[src/ddr_app_pkg.sv]
package ddr_app_pkg;

	// ------------------------------------------------------------------
	// application interface command codes
	// ------------------------------------------------------------------

	localparam logic [2:0] CMD_WRITE = 3'd0;
	localparam logic [2:0] CMD_READ = 3'd1;

	// byte address advance for one beat.
	localparam int ADDR_STEP = 8;

	// ------------------------------------------------------------------
	// behavioural memory timing
	// ------------------------------------------------------------------

	// cycles from bank strobe to bank read output.
	localparam int RD_LATENCY = 2;

	// bank refuses a new access this many cycles after one.
	localparam int BANK_BUSY = 2;

	// cycles after reset release until calibration reports done.
	localparam int CALIB_CYCLES = 16;

endpackage
[src/app_dispatch.sv]
`timescale 1ns/10ps

module app_dispatch #(
	parameter int DATA_WIDTH = 64,
	parameter int ADDR_WIDTH = 16,
	parameter int BANK_COUNT = 2,
	parameter int BANK_DEPTH = 256
) (
	input  logic                          clk,
	input  logic                          rst,
	input  logic [ADDR_WIDTH-1:0]         app_addr,
	input  logic [2:0]                    app_cmd,
	input  logic                          app_en,
	input  logic [DATA_WIDTH-1:0]         app_wdf_data,
	input  logic                          app_wdf_end,
	input  logic                          app_wdf_wren,
	input  logic [BANK_COUNT-1:0]         bank_busy,
	output logic                          app_rdy,
	output logic                          app_wdf_rdy,
	output logic                          init_calib_complete,
	output logic [BANK_COUNT-1:0]         bank_access,
	output logic                          bank_write,
	output logic [$clog2(BANK_DEPTH)-1:0] bank_row,
	output logic [DATA_WIDTH-1:0]         bank_wdata
);

	localparam int STEP_SHIFT = $clog2(ddr_app_pkg::ADDR_STEP);
	localparam int BANK_BITS = $clog2(BANK_COUNT);
	localparam int ROW_BITS = $clog2(BANK_DEPTH);
	localparam int CALIB_W = $clog2(ddr_app_pkg::CALIB_CYCLES + 1);

	logic [CALIB_W-1:0] calib_cnt;
	logic [DATA_WIDTH-1:0] q_mem [4];
	logic [1:0] q_wr_ptr;
	logic [1:0] q_rd_ptr;
	logic [2:0] q_count;
	logic q_push;
	logic q_pop;
	logic [ADDR_WIDTH-STEP_SHIFT-1:0] beat_idx;
	logic [BANK_BITS-1:0] bank_sel;
	logic is_read;
	logic is_write;
	logic accept;

	// calibration delay.
	always_ff @(posedge clk or posedge rst) begin
		if (rst) begin
			calib_cnt <= '0;
			init_calib_complete <= 1'b0;
		end else if (!init_calib_complete) begin
			calib_cnt <= calib_cnt + 1'b1;
			if (calib_cnt == CALIB_W'(ddr_app_pkg::CALIB_CYCLES - 1)) begin
				init_calib_complete <= 1'b1;
			end
		end
	end

	// ------------------------------------------------------------------
	// command decode and acceptance
	// ------------------------------------------------------------------

	assign beat_idx = app_addr[ADDR_WIDTH-1:STEP_SHIFT];
	assign bank_sel = beat_idx[BANK_BITS-1:0];
	assign bank_row = beat_idx[BANK_BITS +: ROW_BITS];

	assign is_read = (app_cmd == ddr_app_pkg::CMD_READ);
	assign is_write = (app_cmd == ddr_app_pkg::CMD_WRITE);

	// a write needs its data already at the queue head.
	assign app_rdy = init_calib_complete & ~bank_busy[bank_sel] &
		(is_read | (is_write & (q_count != 3'd0)));
	assign accept = app_en & app_rdy;

	always_comb begin
		for (int i = 0; i < BANK_COUNT; i++) begin
			bank_access[i] = accept & (bank_sel == BANK_BITS'(i));
		end
	end

	assign bank_write = is_write;
	assign bank_wdata = q_mem[q_rd_ptr];

	// ------------------------------------------------------------------
	// write data queue, four entries
	// ------------------------------------------------------------------

	assign app_wdf_rdy = (q_count != 3'd4);
	assign q_push = app_wdf_wren & app_wdf_end & app_wdf_rdy;
	assign q_pop = accept & is_write;

	always_ff @(posedge clk) begin
		if (q_push) begin
			q_mem[q_wr_ptr] <= app_wdf_data;
		end
	end

	always_ff @(posedge clk or posedge rst) begin
		if (rst) begin
			q_wr_ptr <= '0;
			q_rd_ptr <= '0;
			q_count <= '0;
		end else begin
			if (q_push) begin
				q_wr_ptr <= q_wr_ptr + 1'b1;
			end
			if (q_pop) begin
				q_rd_ptr <= q_rd_ptr + 1'b1;
			end
			if (q_push && !q_pop) begin
				q_count <= q_count + 1'b1;
			end else if (q_pop && !q_push) begin
				q_count <= q_count - 1'b1;
			end
		end
	end

endmodule

[config.mk]
export PLATFORM = sky130hd
export DESIGN_NAME = app_dispatch
export DESIGN_NICKNAME = d
export VERILOG_FILES = /design/src/ddr_app_pkg.sv /design/src/app_dispatch.sv
export SDC_FILE = /design/constraint.sdc
export NUM_CORES = 1
export LEC_CHECK = 0
export BUFFER_PORTS_ARGS = -buffer_cell sky130_fd_sc_hd__buf_2
export CORE_MARGIN = 4
export CORE_UTILIZATION = 45
export DETAILED_ROUTE_END_ITERATION = 10
export PLACE_DENSITY = 0.66
export REMOVE_ABC_BUFFERS = 1
export SLEW_MARGIN = 20
export SYNTH_ARGS = -nofsm -noshare
export SYNTH_HDL_FRONTEND = slang
export SYNTH_SLANG_ARGS = --single-unit
[constraint.sdc]
create_clock -name clk -period 5.25 [get_ports clk]
set_input_delay 1.3125 -clock clk [delete_from_list [all_inputs] [get_ports clk]]
set_output_delay 1.3125 -clock clk [all_outputs]
set_load 0.01 [all_outputs]
# == After elaboration in Yosys (flattened, before gate mapping) ==
# Memories as Yosys holds them, arrays and structs flattened.
# Cells that the tools add are included.
# word_totals
regBits,13
ramBits,256
inputBits,90
word_cells,42
n_memories,1
# classes
n_addsub,5
magnitude_cmp,1
eq_ne,3
muxes,8
bitwise,12
n_reduce_logical,7
# mem_list
name,words,word_bits,rd,rd_clocked_by_memory_dff,wr,line_no,rtl
q_mem,4,64,1,0,1,app_dispatch.sv:33,logic [DATA_WIDTH-1:0] q_mem [4];
# ops
cell,n
$and 1x1->1,9
$mux 1,6
$mux 3,2
$add 5x1->5 const B,1
$eq 5x4->1 const B,1
$add 2x1->2 const B,2
$add 3x1->3 const B,1
$eq 3x1->1 const B,1
$logic_not 3->1,1
$ne 3x3->1 const B,1
$reduce_bool 3->1,1
$sub 3x1->3 const B,1
$logic_and 1x1->1,2
$logic_not 1->1,2
$lt 1x2->1 const B,1
$not 1->1,2
$reduce_bool 2->1,1
$or 1x1->1,1

# == Longest topological paths before layout ==
# depth
ltp_word,10
ltp_mapped,10
mapped_depth_nobuf,9

# == Worst setup path before layout ==
# Ideal clock, no wire load.
# synth_path
path_type,input -> register
start,input app_wdf_wren
end,memory q_mem[0][0] (enable)
arrival_time_ns,3.207
required_time_ns,4.821
setup_slack_ns,1.614
cell_stages,3
path_cell_list,and3_1 clkbuf_1 and2_1
# synth_via
elab_chain_len,4
# synth_lines
element,line_no,rtl
from (decl),app_dispatch.sv:16,"input logic app_wdf_wren,"
$and 1x1->1 (2 in series),app_dispatch.sv:88,assign q_push = app_wdf_wren & app_wdf_end & app_wdf_rdy;
named net q_push,app_dispatch.sv:37,logic q_push;
$mux 1,app_dispatch.sv:92,if (q_push) begin
$mux 1 (implied by the code),app_dispatch.sv:93,q_mem[q_wr_ptr] <= app_wdf_data;
to (decl),app_dispatch.sv:33,
# The timed path passes the listed nets, and every way through them passes these cells.

# == Final worst setup path ==
# layout_path
start,register q_rd_ptr[0]
end,output bank_wdata[54]
# layout_via
elab_chain_len,1
# layout_lines
element,line_no,rtl
from (decl),app_dispatch.sv:35,logic [1:0] q_rd_ptr;
from (signal assigned),app_dispatch.sv:107,q_rd_ptr <= q_rd_ptr + 1'b1;
$mem_v2 4x64,-,
to (decl),app_dispatch.sv:24,output logic [DATA_WIDTH-1:0] bank_wdata
# Every way passes these cells.

==> flow_summary.json <==
{
  "crit_fanout": 39,
  "layout-drive-gt1-share": 0.446,
  "hold_depth": 1,
  "end_kind": "output port",
  "cts_tree": "done",
  "outcome": "finished, final reports clean",
  "detail_route.first_pass.iterations": 4,
  "tightest_slew_ps": 1020,
  "drcViolationCount": 0,
  "area_delta_synth_final_pct": 18.0,
  "fin_setup_tns_ps": 0,
  "synth_seq_cells": 269,
  "drv_cap": 0,
  "ctsResizeCount": 0,
  "htree_num_levels": 1,
  "clkSlewWorstSetupHoldPaths_ps": 60,
  "seq_area_frac_synth": 0.800,
  "hpwl_um": 10000,
  "fin_crit_sh": 0.763,
  "power.density_nw_per_um2": 496,
  "ir_worst_vdd_uv": 250,
  "wl_per_cell_um": 20.3,
  "slew_headroom": 0.321,
  "cts_root_buf": "clkbuf_16",
  "maxSlewViolCount": 0,
  "synth_cell_types": 29,
  "insertion_delay_ps": 520,
  "clk_path_buf_depth": 3,
  "synthFlopType": "edfxtp_1",
  "syn_inst": 407,
  "rsz0062_at_grt": "no",
  "place_congestion": 0.719,
  "rows": 54,
  "setup_viol": 0,
  "postSynth.asyncResetShare": 0.0483,
  "die_height_um": 157,
  "nets": 656,
  "netlist_top_cells_area": "edfxtp_1 77%, mux4_2 14%, dfrtp_1 3.2%, buf_4 0.97%, ha_1 0.87%",
  "ys_warn_count": 0,
  "via_per_inst": 5.25,
  "crit_path_start_kind": "register",
  "worstPathArrival_ps": 2690,
  "dieArea_sq_um": 24700,
  "post_cts_buffers": 0,
  "io_buffer_count": 144,
  "critPathKind": "reg2out",
  "grt_pass1_wl_um": 27400,
  "cts_sinks": 269,
  "cp_data_required_time_ps": 3940,
  "yosys.area.top_type_share": 0.768,
  "min_period_ps": 4010,
  "drt_iter0_drc": 199,
  "synth_edf_count": 256,
  "drt-total-wl_um": 17400,
  "synth.avg_cell_area_sq_um": 24.6,
  "yosysTopAreaCell": "edfxtp_1",
  "leakage_nw": 4.04,
  "grtUsageTotal": 0.143,
  "grt_remaining_overflow": 0,
  "post-route-cell-area_sq_um": 11800,
  "diodes": 0,
  "die_w_um": 157,
  "vias": 4504,
  "syn-cell-area_sq_um": 10000,
  "worstRegToRegCells": 9,
  "hold_buffers": 0,
  "grt_max_degree": 66,
  "ant_nets": 0,
  "finalHoldViolations": 0,
  "placed_area_sq_um": 11000,
  "grt_pass1_vias": 4983,
  "hp-class": "reg2reg",
  "max_freq_ghz": 0.250,
  "core_area_sq_um": 21800,
  "numCtsBuffers": 27,
  "boundaryPins": 168,
  "skew_ps": 11.2,
  "initial_core_util": 0.459,
  "antenna_found_initial": 0
}
final timing paths:
kind                                           from                       end  slack, ps
setup / recovery            q_rd_ptr[0]$_DFFE_PP0P_            bank_wdata[54]       1240
hold / removal             calib_cnt[3]$_DFFE_PP0N_  calib_cnt[3]$_DFFE_PP0N_        470
setup reg to reg             q_count[1]$_DFFE_PP0P_    q_count[2]$_DFFE_PP0P_       2840
hold reg to reg            calib_cnt[3]$_DFFE_PP0N_  calib_cnt[3]$_DFFE_PP0N_        470
max in group asynchronous                       rst   q_rd_ptr[0]$_DFFE_PP0P_       4050
min in group asynchronous                       rst    q_count[0]$_DFFE_PP0P_        820
sequential cells by signal, indices dropped and copies added (netlist names):
| signal | cells |
|---|---|
| q_wr_ptr | 2 |
| q_rd_ptr | 2 |
| init_calib_complete | 1 |
| q_mem | 256 |
| calib_cnt | 5 |
| q_count | 3 |
cells in the final DEF (no fill, tap or decap), types with 3 or more instances in the layout:
cell type    n
clkinv_2     3
and2_4       4
mux4_2      64
edfxtp_1   256
clkbuf_16   27
dfrtp_1     11
ha_1         7
buf_2      144
xnor2_1      7
clkbuf_1    11
nor2_1       3
inv_1        5
mux2_1       3
stage by stage:
step | hold slack (ps) | power [W] | cells | util | setup slack, ps
2_1_floorplan | 438 | 0.00365 | 383 | - | 656
6_report | 471 | 0.00587 | 858 | 0.542 | 1240
5_1_grt | 496 | 0.00618 | 858 | 0.542 | 1020
4_1_cts | 475 | 0.00597 | 858 | 0.542 | 1140
3_5_place_dp | 459 | 0.00415 | 809 | 0.503 | 1710
3_3_place_gp | 453 | 0.00412 | 809 | 0.503 | 1720
Yosys cell counts (2+ instances only):
master    instances
nor3_1            2
clkbuf_1          7
xor2_1            2
mux2_1            3
edfxtp_1        256
buf_2             4
xnor2_1           7
and3_1            2
and2_1            4
ha_1              7
mux4_2           64
buf_4            13
nor2_1            3
dfrtp_1          13
inv_1             5
nand2_1           2
power by group:
group / internal, W / switching [W]
clock network: 0.00108 / 0.000733
logic: 0.000650 / 0.000567
registers: 0.00261 / 0.000227
total: 0.00434 / 0.00153
cell families (layout without fill, tap and decap cells):
logic type	after synthesis	after routing	synth area share
DFF	269	269	0.800
buffers and inverters	29	200	0.0162
xor gates and xnor gates	9	9	0.00787
and+or+nand+nor	23	23	0.0160
muxes	68	68	0.148
AOI/OAI and AO/OA	1	1	0.000499
adders and majority gates	8	8	0.0107
cell type report:
class	instances	area (sq um)
Fill cell	1680	10000
Timing Repair Buffer	146	736
Sequential cell	269	8020
Inverter	5	18.8
Clock inverter	9	103
Multi-Input combinational cell	109	1850
Clock buffer	40	744
Tap cell	280	350
critical path, stage by stage, from the launching register on:
cell     delay [ps]
dfrtp_4         990
buf_4           420
mux4_2          590
buf_2           170
metal layers:
| layer | part of all wire | global-route usage | up-vias | wire length (um) |
|---|---|---|---|---|
| met4 | 0.018 | 0.0303 | 0 | 314 |
| li1 | - | - | 2009 | - |
| met1 | 0.40 | 0.183 | 2323 | 6920 |
| met3 | 0.077 | 0.0412 | 23 | 1340 |
| met5 | 0 | 0 | - | 0 |
| met2 | 0.51 | 0.246 | 149 | 8850 |
No activity file was read; power rests on OpenSTA's default activity.
