`src/burst_pkg.sv`:
```
package burst_pkg;

	// ------------------------------------------------------------------
	// client burst interface
	// ------------------------------------------------------------------

	// burst length in beats, 1 to 1023.
	localparam int LEN_WIDTH = 10;

endpackage

```
`src/ddr_app_pkg.sv`:
```
package ddr_app_pkg;

	// ------------------------------------------------------------------
	// application interface command codes
	// ------------------------------------------------------------------

	localparam logic [2:0] CMD_WRITE = 3'd0;
	localparam logic [2:0] CMD_READ = 3'd1;

	// byte address advance for one beat.
	localparam int ADDR_STEP = 8;

	// ------------------------------------------------------------------
	// behavioural memory timing
	// ------------------------------------------------------------------

	// cycles from bank strobe to bank read output.
	localparam int RD_LATENCY = 2;

	// bank refuses a new access this many cycles after one.
	localparam int BANK_BUSY = 2;

	// cycles after reset release until calibration reports done.
	localparam int CALIB_CYCLES = 16;

endpackage
```
`src/ddr_controller.sv`:
```
`timescale 1ns/10ps

module ddr_controller #(
	parameter int DATA_WIDTH = 64,
	parameter int ADDR_WIDTH = 16
) (
	input  logic                            clk,
	input  logic                            rst,
	input  logic                            rd_burst_req,
	input  logic                            wr_burst_req,
	input  logic [burst_pkg::LEN_WIDTH-1:0] rd_burst_len,
	input  logic [burst_pkg::LEN_WIDTH-1:0] wr_burst_len,
	input  logic [ADDR_WIDTH-1:0]           rd_burst_addr,
	input  logic [ADDR_WIDTH-1:0]           wr_burst_addr,
	input  logic [DATA_WIDTH-1:0]           wr_burst_data,
	input  logic [DATA_WIDTH-1:0]           app_rd_data,
	input  logic                            app_rd_data_valid,
	input  logic                            app_rdy,
	input  logic                            app_wdf_rdy,
	input  logic                            init_calib_complete,
	output logic                            rd_burst_data_valid,
	output logic                            rd_burst_data_valid_delay,
	output logic                            wr_burst_data_req,
	output logic [DATA_WIDTH-1:0]           rd_burst_data,
	output logic                            rd_burst_finish,
	output logic                            wr_burst_finish,
	output logic                            burst_finish,
	output logic [burst_pkg::LEN_WIDTH-1:0] rd_addr_cnt,
	output logic [ADDR_WIDTH-1:0]           app_addr,
	output logic [2:0]                      app_cmd,
	output logic                            app_en,
	output logic [DATA_WIDTH-1:0]           app_wdf_data,
	output logic                            app_wdf_end,
	output logic [DATA_WIDTH/8-1:0]         app_wdf_mask,
	output logic                            app_wdf_wren
);

	localparam int LW = burst_pkg::LEN_WIDTH;

	typedef enum logic [2:0] {
		S_IDLE,
		S_READ,
		S_READ_WAIT,
		S_WRITE,
		S_WRITE_WAIT,
		S_READ_END,
		S_WRITE_END
	} state_t;

	state_t state;

	logic [LW-1:0] rd_data_cnt;
	logic [LW-1:0] wr_addr_cnt;
	logic [LW-1:0] wr_data_cnt;
	logic [ADDR_WIDTH-1:0] addr_next;
	logic cmd_taken;
	logic last_rd_cmd;
	logic last_rd_data;
	logic last_wr_cmd;
	logic last_wr_data;

	// ------------------------------------------------------------------
	// datapath and handshakes
	// ------------------------------------------------------------------

	assign app_wdf_mask = '0;
	assign app_wdf_data = wr_burst_data;

	// one write beat per burst word, so every beat is also its own end.
	assign wr_burst_data_req = (state == S_WRITE) & app_wdf_rdy;
	assign app_wdf_wren = wr_burst_data_req;
	assign app_wdf_end = app_wdf_wren;

	assign rd_burst_data = app_rd_data;
	assign rd_burst_data_valid = app_rd_data_valid;

	assign rd_burst_finish = (state == S_READ_END);
	assign wr_burst_finish = (state == S_WRITE_END);
	assign burst_finish = rd_burst_finish | wr_burst_finish;

	assign cmd_taken = app_en & app_rdy;
	assign addr_next = app_addr + ADDR_WIDTH'(ddr_app_pkg::ADDR_STEP);

	assign last_rd_cmd = (rd_addr_cnt == rd_burst_len - 1'b1);
	assign last_rd_data = (rd_data_cnt == rd_burst_len - 1'b1);
	assign last_wr_cmd = (wr_addr_cnt == wr_burst_len - 1'b1);
	assign last_wr_data = (wr_data_cnt == wr_burst_len - 1'b1);

	always_ff @(posedge clk or posedge rst) begin
		if (rst) begin
			rd_burst_data_valid_delay <= 1'b0;
		end else begin
			rd_burst_data_valid_delay <= app_rd_data_valid;
		end
	end

	// returned read beats, counted in both read states.
	always_ff @(posedge clk or posedge rst) begin
		if (rst) begin
			rd_data_cnt <= '0;
		end else if (app_rd_data_valid) begin
			if (last_rd_data) begin
				rd_data_cnt <= '0;
			end else begin
				rd_data_cnt <= rd_data_cnt + 1'b1;
			end
		end
	end

	// ------------------------------------------------------------------
	// burst FSM
	// ------------------------------------------------------------------

	always_ff @(posedge clk or posedge rst) begin
		if (rst) begin
			state <= S_IDLE;
			app_cmd <= ddr_app_pkg::CMD_WRITE;
			app_addr <= '0;
			app_en <= 1'b0;
			rd_addr_cnt <= '0;
			wr_addr_cnt <= '0;
			wr_data_cnt <= '0;
		end else if (init_calib_complete) begin
			case (state)
				S_IDLE: begin
					if (rd_burst_req) begin
						state <= S_READ;
						app_cmd <= ddr_app_pkg::CMD_READ;
						app_addr <= rd_burst_addr;
						app_en <= 1'b1;
						rd_addr_cnt <= '0;
					end else if (wr_burst_req) begin
						state <= S_WRITE;
						app_cmd <= ddr_app_pkg::CMD_WRITE;
						app_addr <= wr_burst_addr;
						app_en <= 1'b1;
						wr_addr_cnt <= '0;
						wr_data_cnt <= '0;
					end
				end
				S_READ: begin
					if (cmd_taken) begin
						app_addr <= addr_next;
						if (last_rd_cmd) begin
							state <= S_READ_WAIT;
							app_en <= 1'b0;
							rd_addr_cnt <= '0;
						end else begin
							rd_addr_cnt <= rd_addr_cnt + 1'b1;
						end
					end
					if (app_rd_data_valid && last_rd_data) begin
						state <= S_READ_END;
					end
				end
				S_READ_WAIT: begin
					if (app_rd_data_valid && last_rd_data) begin
						state <= S_READ_END;
					end
				end
				S_WRITE: begin
					if (cmd_taken) begin
						app_addr <= addr_next;
						if (last_wr_cmd) begin
							app_en <= 1'b0;
						end else begin
							wr_addr_cnt <= wr_addr_cnt + 1'b1;
						end
					end
					if (wr_burst_data_req) begin
						if (last_wr_data) begin
							state <= S_WRITE_WAIT;
						end else begin
							wr_data_cnt <= wr_data_cnt + 1'b1;
						end
					end
				end
				S_WRITE_WAIT: begin
					// commands trail the data, so drain them here.
					if (cmd_taken) begin
						app_addr <= addr_next;
						if (last_wr_cmd) begin
							app_en <= 1'b0;
							state <= S_WRITE_END;
						end else begin
							wr_addr_cnt <= wr_addr_cnt + 1'b1;
						end
					end else if (!app_en) begin
						state <= S_WRITE_END;
					end
				end
				S_READ_END: begin
					state <= S_IDLE;
				end
				S_WRITE_END: begin
					state <= S_IDLE;
					wr_addr_cnt <= '0;
					wr_data_cnt <= '0;
				end
				default: begin
					state <= S_IDLE;
				end
			endcase
		end
	end

endmodule

```
`config.mk`:
```
export PLATFORM = sky130hd
export DESIGN_NAME = ddr_controller
export DESIGN_NICKNAME = d
export VERILOG_FILES = /design/src/burst_pkg.sv /design/src/ddr_app_pkg.sv /design/src/ddr_controller.sv
export SDC_FILE = /design/constraint.sdc
export NUM_CORES = 1
export LEC_CHECK = 0
export BUFFER_PORTS_ARGS = -buffer_cell sky130_fd_sc_hd__buf_2
export CAP_MARGIN = 0
export CORE_MARGIN = 10
export CORE_UTILIZATION = 27
export DETAILED_ROUTE_END_ITERATION = 7
export PLACE_DENSITY = 0.54
export SETUP_SLACK_MARGIN = 0.5
export SYNTH_ARGS = -nofsm -noshare
export SYNTH_HDL_FRONTEND = slang
export SYNTH_SLANG_ARGS = --single-unit
export TNS_END_PERCENT = 10
```
`constraint.sdc`:
```
create_clock -name clk -period 2.9 [get_ports clk]
set_clock_uncertainty 0.2 [all_clocks]
set_input_delay 0.725 -clock clk [delete_from_list [all_inputs] [get_ports clk]]
set_output_delay 0.725 -clock clk [all_outputs]
set_load 0.02 [all_outputs]
```
# ---- Word-level counts from Yosys, hierarchy flattened
# Index checks and enable logic that the tools add are counted.
dict set report classes {
  n_eq_ne 28
  add_sub_neg 7
  bitwise 3
  reduce_logical 17
  muxes 38
}
# op count
set op_table {}
lappend op_table {{2-to-1 mux 10 bit} 10}
lappend op_table {{case mux 10 bit (3 select lines)} 2}
lappend op_table {{2-to-1 mux 16 bit} 3}
lappend op_table {{adder 10 x 1 -> 10 bit (second input constant)} 4}
lappend op_table {{== test 10 bit} 4}
lappend op_table {{2-to-1 mux 3 bit} 13}
lappend op_table {{case mux 16 bit (2 select lines)} 1}
lappend op_table {{inequality test 2 bit (second input constant)} 10}
lappend op_table {{case mux 10 bit (2 select lines)} 1}
lappend op_table {{subtractor 10 x 1 -> 10 bit (second input constant)} 2}
lappend op_table {{adder 16 x 4 -> 16 bit (second input constant)} 1}
lappend op_table {{inequality test 3 bit (second input constant)} 5}
lappend op_table {{case mux 3 bit (5 select lines)} 1}
lappend op_table {{AND reduction 6 bit} 2}
lappend op_table {{== test 3 bit (second input constant)} 3}
lappend op_table {{AND reduction 9 bit} 1}
lappend op_table {{nonzero test 3 bit} 3}
lappend op_table {{AND reduction 4 bit} 2}
lappend op_table {{AND reduction 7 bit} 1}
lappend op_table {{== test 3 x 2 -> 1 bit (second input constant)} 2}
lappend op_table {{2-to-1 mux 1 bit} 6}
lappend op_table {{inequality test 2 x 1 -> 1 bit (second input constant)} 3}
lappend op_table {{nonzero test 2 bit} 3}
lappend op_table {{== test 3 x 1 -> 1 bit (second input constant)} 1}
lappend op_table {{other kinds (8)} 9}
dict set report word_totals {
  inputBits 188
  reg_bits 64
  out_inout_bits 174
  elab_cells 102
}

# ---- Logic depth before layout (Yosys ltp)
# Gate-level depths: netlist of the first run.
dict set report logic_depth {
  ltp_word 6
  depth_mapped 11
  mapped_depth_nobuf 10
}

# ---- Least setup slack after synthesis of the first run
# OpenSTA, ideal clock, no wires.
dict set report synth_timing {
  path_kind {input to register}
  start {in rd_burst_len[0] in the netlist's numbering}
  end {reg state[1]}
  path_slack_ns -0.632
  arrival_time_ns 3.208
  setup_time_ns 0.125
  path_buffers 1
  t_required_ns 2.575
  stages 9
  path_cell_list {inv_1 > ha_1 > or4b_1 > buf_2 > or4_4 > a211oi_4 > a21oi_2 > a211oi_4 > mux2_2}
}
dict set report synth_via {
  elab_chain_cells 5
  elab_cells_between_ends 10
  classes_between {1 x add/sub; 5 x eq/ne; 2 x mux; 2 x reduce/logical}
}
# item line
set synth_lines {}
lappend synth_lines {{from (decl)} ddr_controller.sv:11} ;# input logic [burst_pkg::LEN_WIDTH-1:0] rd_burst_len,
lappend synth_lines {{subtractor 10 x 1 -> 10 bit (*)} {ddr_controller.sv:84, ddr_controller.sv:85}}
lappend synth_lines {{== test 10 bit} ddr_controller.sv:85} ;# assign last_rd_data = (rd_data_cnt == rd_burst_len - 1'b1);
lappend synth_lines {{logical AND 1 bit} {ddr_controller.sv:152, ddr_controller.sv:157}}
lappend synth_lines {{inequality test 3 bit (no line) (tied with other cells)} --}
lappend synth_lines {{AND reduction 9 bit (no line) or case mux 3 bit (5 select lines) (tied branches)} --}
lappend synth_lines {{to (signal assigned)} ddr_controller.sv:153} ;# state <= S_READ_END;
lappend synth_lines {{to (signal assigned)} ddr_controller.sv:158} ;# state <= S_READ_END;
lappend synth_lines {{to (signal assigned)} ddr_controller.sv:172} ;# state <= S_WRITE_WAIT;
lappend synth_lines {{to (decl)} ddr_controller.sv:50} ;# state_t state;
# Every way passes the cells marked *; elsewhere a longest branch is shown, timed or not.
# A chain may end at the register's enable or synchronous reset.

# ---- Worst setup path in the final report of the first run
dict set report layout_timing {
  start {in wr_burst_len[1] in the netlist's numbering}
  end {reg wr_data_cnt[8]}
}
dict set report layout_via {
  elab_chain_cells 4
}
# item line
set layout_lines {}
lappend layout_lines {{from (decl)} ddr_controller.sv:12} ;# input logic [burst_pkg::LEN_WIDTH-1:0] wr_burst_len,
lappend layout_lines {{subtractor 10 x 1 -> 10 bit} ddr_controller.sv:87} ;# assign last_wr_data = (wr_data_cnt == wr_burst_len - 1'b1);
lappend layout_lines {{== test 10 bit} ddr_controller.sv:87}
lappend layout_lines {{inequality test 2 bit (no line)} --}
lappend layout_lines {{AND reduction 6 bit (no line)} --}
lappend layout_lines {{to (signal assigned)} ddr_controller.sv:174} ;# wr_data_cnt <= wr_data_cnt + 1'b1;
lappend layout_lines {{to (decl)} ddr_controller.sv:54} ;# logic [LW-1:0] wr_data_cnt;
# Every way passes these cells.

==> impl_metrics.py, run 1 <==
metrics = {
    "clock_network": {
        "clk_latency_ns": 0.34,
        "clkTransAtPathRegs_ns": 0.06,
        "cts.htree.levels": 3,
        "cts-buffers-inserted": 9,
        "clock_sinks": 62,
        "clockBufferDepth": 2,
        "root_buffer": "clkbuf_16",
        "cts_tree": "yes",
    },
    "grt": {
        "grt_pass1_vias": 5242,
        "grt-ovfl-total": 0,
        "grt_max_degree": 63,
        "grt_pass1_wl_um": 27500,
        "grt.total_usage_pct": 11.7,
        "antenna_found_initial": 0,
    },
    "setup_path": {
        "worstPathRequired_ns": 2.93,
        "crit_arrival_ns": 3.16,
        "path_max_fanout": 7,
        "critPathBufInv": 4,
        "crit_family": "simple AND/OR/NAND/NOR gates",
        "end_kind": "flop",
        "crit_type": "in -> reg",
        "path_cells": "buf_12 -> inv_12 -> ha_4 -> or4b_4 -> nor4_4 -> buf_4 -> xnor3_1 -> a21oi_2 -> nor4_4 -> buf_4 -> o21a_4 -> or3_4 -> mux2i_1",
        "critPathMaxStageDelay_ns": 0.48,
        "critPathLaunchType": "primary input",
        "worst_path_max_delay_cell": "or4b_4",
    },
    "sta": {
        "final-hold-violation-count": 0,
        "final_max_slew_viol_count": 0,
        "whs_ns": 0.253,
        "maxClockFrequency_ghz": 0.319,
        "grt_setup_unrepaired": "yes",
        "setup_viol": 24,
        "tightest_slew_ns": 0.748,
        "finalWorstSetupSlack_ns": -0.232,
        "slew_headroom_pct": 50.1,
        "finalCritPeriodShare_pct": 108,
        "final.min_clock_period_ns": 3.13,
    },
    "die": {
        "die_h_um": 168,
        "die_area_um2": 28200,
        "rows": 54,
        "die_width_um": 168,
        "initial_utilization_pct": 27.2,
        "core_um2": 21700,
        "io_pins": 362,
    },
    "placement": {
        "place.gp.congestion": 0.863,
        "placed_area_um2": 6330,
        "portBuffers": 95,
        "place.detailed.hpwl_um": 13000,
        "pre_cts_ws_ns": -0.745,
    },
    "logic_synthesis": {
        "ys_seq_area_share_pct": 26.3,
        "ys.warnings.count": 0,
        "ys_ff_latch": 62,
        "yosysUniqueCellTypes": 73,
        "synthArstFlopShare_pct": 100,
        "netlist_area_um2": 5910,
        "synth_edf_count": 0,
        "synth_flop_cell": "dfrtp_1",
        "synth_area_per_cell_um2": 8.12,
        "synthCells": 727,
    },
    "power_and_ir_drop": {
        "p_int_mw": 2.66,
        "switchingPower_mw": 1.98,
        "p_sw_share_pct": 42.6,
        "vdd_drop_max_uv": 272,
        "power_frac_comb_pct": 46.9,
        "p_seq_share_pct": 29.7,
        "p_leak_nw": 3.08,
        "power_frac_clock_pct": 23.3,
        "powerDensity_nw_per_um2": 662,
    },
    "finish": {
        "seqCellArea_um2": 1550,
        "syn_to_final_growth_pct": 18.6,
        "n_fill_cell": 2288,
        "layout-drive-gt1-share_pct": 35.9,
        "finish.instance_area_um2": 7000,
        "fin_nets": 956,
        "n_antenna_cell": 0,
        "multi_input_area_um2": 3460,
    },
    "drt": {
        "viasPerCell": 4.91,
        "vias": 5126,
        "antenna_left": 0,
        "drt_iter0_drc": 254,
        "wirelength_um": 16900,
        "post_drt_wl_per_cell_um": 16.1,
        "first_pass_iters": 7,
        "drc_errors": 0,
    },
    "job": {
        "max_cap_viol_count": 0,
    },
    "outcome": {
        "violations": "setup timing",
        "status": "finished, violations left",
    },
    "min_path": {
        "hold_class": "in -> async",
    },
}
-- stage by stage --
step | util [%] | TNS [ns] | std cells | total power [mW]
after floorplan | - | -5.09 | 736 | 2.92
after global placement | 29.2 | -17.40 | 1023 | 3.42
after detailed placement | 29.2 | -18.76 | 1023 | 3.43
after CTS | 31.5 | -3.28 | 1043 | 4.62
after global routing | 32.3 | -5.38 | 1045 | 5.01
final | 32.3 | -2.32 | 1045 | 4.64
-- cell usage after synthesis (6+ instances only) --
cell type,count,area share [%]
o21ai_0,56,4.7
o21ai_1,7,0.59
ha_1,7,1.5
dfrtp_1,62,26
o22ai_1,6,0.64
nand2_1,59,3.7
mux2i_1,19,3.2
nor2b_1,9,0.95
nand4_1,9,0.95
nand3_1,25,2.1
nor4_1,7,0.74
clkbuf_1,23,1.5
a21oi_1,39,3.3
nor3_1,9,0.76
o31ai_1,8,1.0
and3_1,15,1.6
buf_4,141,18
xor2_1,14,2.1
nor3b_1,6,0.76
xnor2_1,27,4.0
or3_1,11,1.2
nand2b_1,18,1.9
nor2_1,30,1.9
nand3b_1,6,0.76
inv_1,19,1.2
-- registers in the layout (all words and copies together) (netlist names), 3 cells and up --
name         count
wr_addr_cnt     10
state            3
app_addr        16
rd_data_cnt     10
rd_addr_cnt     10
wr_data_cnt     10
-- layout by cell type, fill, tap and decap left out, drive strengths merged, types with 6 or more instances in the layout --
| cell | n |
|---|---|
| nand2 | 59 |
| xor2 | 14 |
| and3 | 15 |
| nand3 | 25 |
| ha | 7 |
| mux2 | 6 |
| nor3 | 10 |
| nor3b | 6 |
| or3 | 11 |
| clkbuf | 9 |
| buf | 184 |
| nor2 | 30 |
| a21oi | 40 |
| mux2i | 19 |
| o31ai | 8 |
| o21ai | 63 |
| conb | 10 |
| nor4 | 8 |
| inv | 18 |
| nand2b | 18 |
| nor2b | 9 |
| nand3b | 6 |
| nand4 | 9 |
| o22ai | 6 |
| xnor2 | 27 |
| dfrtp | 62 |
-- area by class of cell --
| cell class | instances | share of cell area [%] |
|---|---|---|
| Clock inverter | 6 | 0.911 |
| Inverter | 19 | 1.38 |
| Sequential cell | 62 | 22.2 |
| Tap cell | 280 | 5.00 |
| Timing Repair Buffer | 184 | 17.9 |
| Clock buffer | 9 | 3.22 |
| Multi-Input combinational cell | 485 | 49.4 |
-- power by group through the flow --
stage	Sequential, mW	Clock (mW)	Combinational [mW]
floorplan	1.45	0	1.47
global placement	1.39	0	2.03
detailed placement	1.39	0	2.04
CTS	1.38	1.11	2.13
global route	1.42	1.16	2.42
finish	1.38	1.08	2.18
-- timing repair --
| item | 4_1_cts | 5_1_grt |
|---|---|---|
| hold buffers | 0 | 0 |
| gates resized for setup | 47 | 52 |
| endpoints found under the setup margin | 55 | 62 |
| buffers inserted | 5 | 2 |
| pin swaps | 35 | 30 |
| endpoints found under the hold margin | 0 | 0 |
-- worst min-delay path, cell delays in order --
cell	delay (ns)
buf_2	0.10
inv_2	0.06
buf_12	0.32
-- cells by family (layout without fill, tap and decap cells) --
logic type | after synthesis | count (layout) | share of synthesized area (%)
simple gates | 231 | 231 | 21.2
buf+inv | 189 | 218 | 21.0
compound gates | 168 | 168 | 18.3
flops | 62 | 62 | 26.3
xor+xnor | 44 | 44 | 7.22
mux | 25 | 25 | 4.36
fa+ha+maj | 7 | 7 | 1.48
other cells | 1 | 10 | 0.0635
-- layer usage --
layer	track usage [%]	part of all wire [%]	vias up
met5	0	0	-
met4	3.52	1.6	0
met3	3.75	6.3	39
met2	18.7	47	132
met1	14.6	45	2472
li1	-	-	2483
-- final timing paths --
kind / cells past startpoint / to / start / slack [ns]
min reg2reg: 2 / app_addr[0] / app_addr[0] / 0.27
min in group clk: 2 / app_addr[0] / app_addr[0] / 0.27
max: 13 / wr_data_cnt[8] / wr_burst_len[1] / -0.23
max in group asynchronous: 3 / state[0] / rst / 1.92
min: 3 / app_addr[10] / rst / 0.25
max reg2reg: 7 / state[0] / rd_addr_cnt[9] / 0.09
Power figures use the tool's default switching activity.
==> inputs of run 2 (changes only) <==
ABC_AREA = 1   (was not set)
PLACE_DENSITY = 0.55   (was 0.54)
TNS_END_PERCENT = not set   (was 10)
clock period = 2.5 ns   (was 2.9 ns; I/O delays follow)
==> impl_metrics.py, run 2 <==
metrics = {
    "outcome": {
        "status": "finished, final reports clean",
    },
    "placement": {
        "place.gp.congestion": 0.867,
        "pre_cts_ws_ns": -0.247,
        "dp_cells": 1204,
        "place.detailed.hpwl_um": 14100,
        "portBuffers": 95,
    },
    "drt": {
        "wirelength_um": 18800,
        "first_pass_iters": 5,
        "drt_iter0_drc": 341,
        "vias": 5963,
        "antenna_left": 0,
        "viasPerCell": 4.68,
        "post_drt_wl_per_cell_um": 14.8,
        "drc_errors": 0,
    },
    "sta": {
        "finalWorstSetupSlack_ns": 0.176,
        "final-hold-violation-count": 0,
        "maxClockFrequency_ghz": 0.430,
        "final.setup.tns_ns": 0,
        "final.min_clock_period_ns": 2.32,
        "whs_ns": 0.216,
        "grt_setup_unrepaired": "yes",
        "setup_viol": 0,
        "finalCritPeriodShare_pct": 92.9,
        "final_max_slew_viol_count": 0,
    },
    "logic_synthesis": {
        "synth_largest_area_cell": "dfrtp_1",
        "yosysUniqueCellTypes": 43,
        "synth.area.top_cells": "dfrtp_1 26%, buf_4 18%, nand2_1 15%, nand3_1 7.6%, nor2_1 6.4%",
        "synthArstFlopShare_pct": 100,
        "yosys-top-cells-count": "240 x nand2_1, 142 x buf_4, 103 x nor2_1",
        "synthMostInstantiatedCell": "nand2_1",
        "synth_flop_cell": "dfrtp_1",
        "ys.warnings.count": 0,
        "netlist_area_um2": 6030,
        "synth_area_per_cell_um2": 6.46,
        "ys_ff_latch": 62,
        "synth_edf_count": 0,
        "synthCells": 933,
        "synth_top_area_share_pct": 25.7,
        "ys_seq_area_share_pct": 25.7,
    },
    "clock_network": {
        "clk_latency_ns": 0.34,
        "cts.htree.levels": 3,
        "clock_sinks": 62,
        "clockBufferDepth": 2,
        "cts_hold_repair.buffers": 0,
        "cts-buffers-inserted": 9,
        "root_buffer": "clkbuf_16",
        "clkTransAtPathRegs_ns": 0.06,
        "cts_tree": "yes",
    },
    "finish": {
        "final_cell_mix": "195 x nand2_1, 82 x buf_2, 76 x nor2_1",
        "fin_nets": 1183,
        "layout-drive-gt1-share_pct": 37.9,
        "syn_to_final_growth_pct": 30.9,
        "n_antenna_cell": 0,
        "final_cells": 1273,
        "layout_commonest_cell": "nand2_1",
        "post-route-util_pct": 36.0,
        "largest_reg_flops": 16,
        "top_register": "app_addr",
    },
    "setup_path": {
        "reg2reg_to": "rd_addr_cnt[9]",
        "critPathBufInv": 4,
        "critPathMaxStageDelay_ns": 0.25,
        "worstPathRequired_ns": 2.52,
        "cp.depth": 14,
        "path_max_fanout": 5,
        "crit_family": "simple AND/OR/NAND/NOR gates",
        "worst-r2r-setup-slack_ns": 0.23,
        "critPathLaunchType": "primary input",
        "crit_arrival_ns": 2.34,
        "timing.rr.start": "state[0]",
        "crit_type": "in -> reg",
        "ff2ff_path_depth": 15,
        "path_cells": "buf_8 -> clkinvlp_4 -> buf_6 -> nand2_8 -> nor2_4 -> nand2_2 -> nand3_2 -> nand2_2 -> or2_0 -> nor2_1 -> nand4_1 -> buf_4 -> nand4_1 -> nand2_1",
        "worst_path_max_delay_cell": "nand4_1",
        "end_kind": "flop",
    },
    "power_and_ir_drop": {
        "p_leak_nw": 3.71,
        "powerDensity_nw_per_um2": 913,
        "vdd_drop_max_uv": 449,
    },
    "die": {
        "die_area_um2": 28700,
        "die_width_um": 169,
        "initial_utilization_pct": 27.5,
        "io_pins": 362,
        "core_um2": 21900,
        "rows": 54,
        "die_h_um": 169,
    },
    "grt": {
        "antenna_found_initial": 0,
        "grt.total_usage_pct": 12.2,
        "grt_max_degree": 32,
        "grt_pass1_vias": 5682,
        "grt_pass1_wl_um": 28700,
        "grt-ovfl-total": 0,
    },
    "min_path": {
        "hold_class": "in -> async",
    },
    "job": {
        "max_cap_viol_count": 0,
    },
}
run 2: changes by cell type after synthesis, sizes merged, moves of 22 or more:
cell | previous run | this run
nand2 | 59 | 245
nor2 | 30 | 110
inv | 19 | 96
nand3 | 25 | 93
xnor2 | 27 | 2
o21ai | 63 | 41
run 2: cell families after synthesis:
kind of cell | count (synthesis) | synth area share (%)
other cells | 1 | 0.0622
buf+inv | 254 | 24.8
compound gates | 82 | 7.79
xor+xnor | 19 | 2.76
mux | 1 | 0.166
flops | 62 | 25.7
simple gates | 507 | 37.2
fa+ha+maj | 7 | 1.45
run 2: worst max path at each step:
stage | startpoint | end | slack [ns]
6_report | wr_burst_len[0] | wr_addr_cnt[7] | 0.18
5_1_grt | wr_burst_len[0] | wr_addr_cnt[5] | 0.04
4_1_cts | state[0] | burst_finish | 0.20
3_5_place_dp | wr_burst_len[0] | state[1] | -0.25
3_3_place_gp | wr_burst_len[0] | state[2] | -0.21
2_1_floorplan | wr_burst_len[0] | state[2] | 0.18
run 2: layout make-up:
cell class,instances,area (um2)
fillers,2342,14000
well taps,280,350
clock inverters,7,98.8
multi-input cells,626,3660
inverters,97,440
repair buffers,192,1550
clock buffers,9,225
flip-flops and latches,62,1560
run 2: worst reg2reg max path: cells and delay by family (launching register included):
| family | cells | cell delay [ns] |
|---|---|---|
| compound gates | 2 | 0.19 |
| simple gates | 8 | 0.80 |
| buf+inv | 5 | 0.53 |
| flops | 1 | 0.43 |
run 2: through the flow:
stage	total power [mW]	cell area (um2)
floorplan	3.78	6200
global placement	4.41	6220
detailed placement	4.42	6220
CTS	6.23	7030
global route	7.71	7890
finish	7.20	7890
run 2: timing repair:
| item | CTS | global route |
|---|---|---|
| setup buffers | 24 | 23 |
| endpoints found under the hold margin | 0 | 0 |
| endpoints found under the setup margin | 63 | 67 |
| resized for setup | 90 | 145 |
| cloned | 0 | 6 |
| pin swaps | 55 | 58 |
run 2: report_power, final:
| part | switching (mW) | internal [mW] | leakage, nW |
|---|---|---|---|
| Combinational | 2.28 | 1.86 | 2.77 |
| Clock | 0.493 | 0.875 | 0.156 |
| Sequential | 0.390 | 1.31 | 0.787 |
| Total | 3.16 | 4.04 | 3.71 |
run 2: layer usage:
| layer | GRT usage [%] | wire length [um] | vias to the layer above |
|---|---|---|---|
| li1 | - | - | 2966 |
| met1 | 14.8 | 8030 | 2748 |
| met2 | 19.0 | 8840 | 175 |
| met3 | 3.52 | 1250 | 74 |
| met4 | 6.64 | 727 | 0 |
| met5 | 0 | 0 | - |
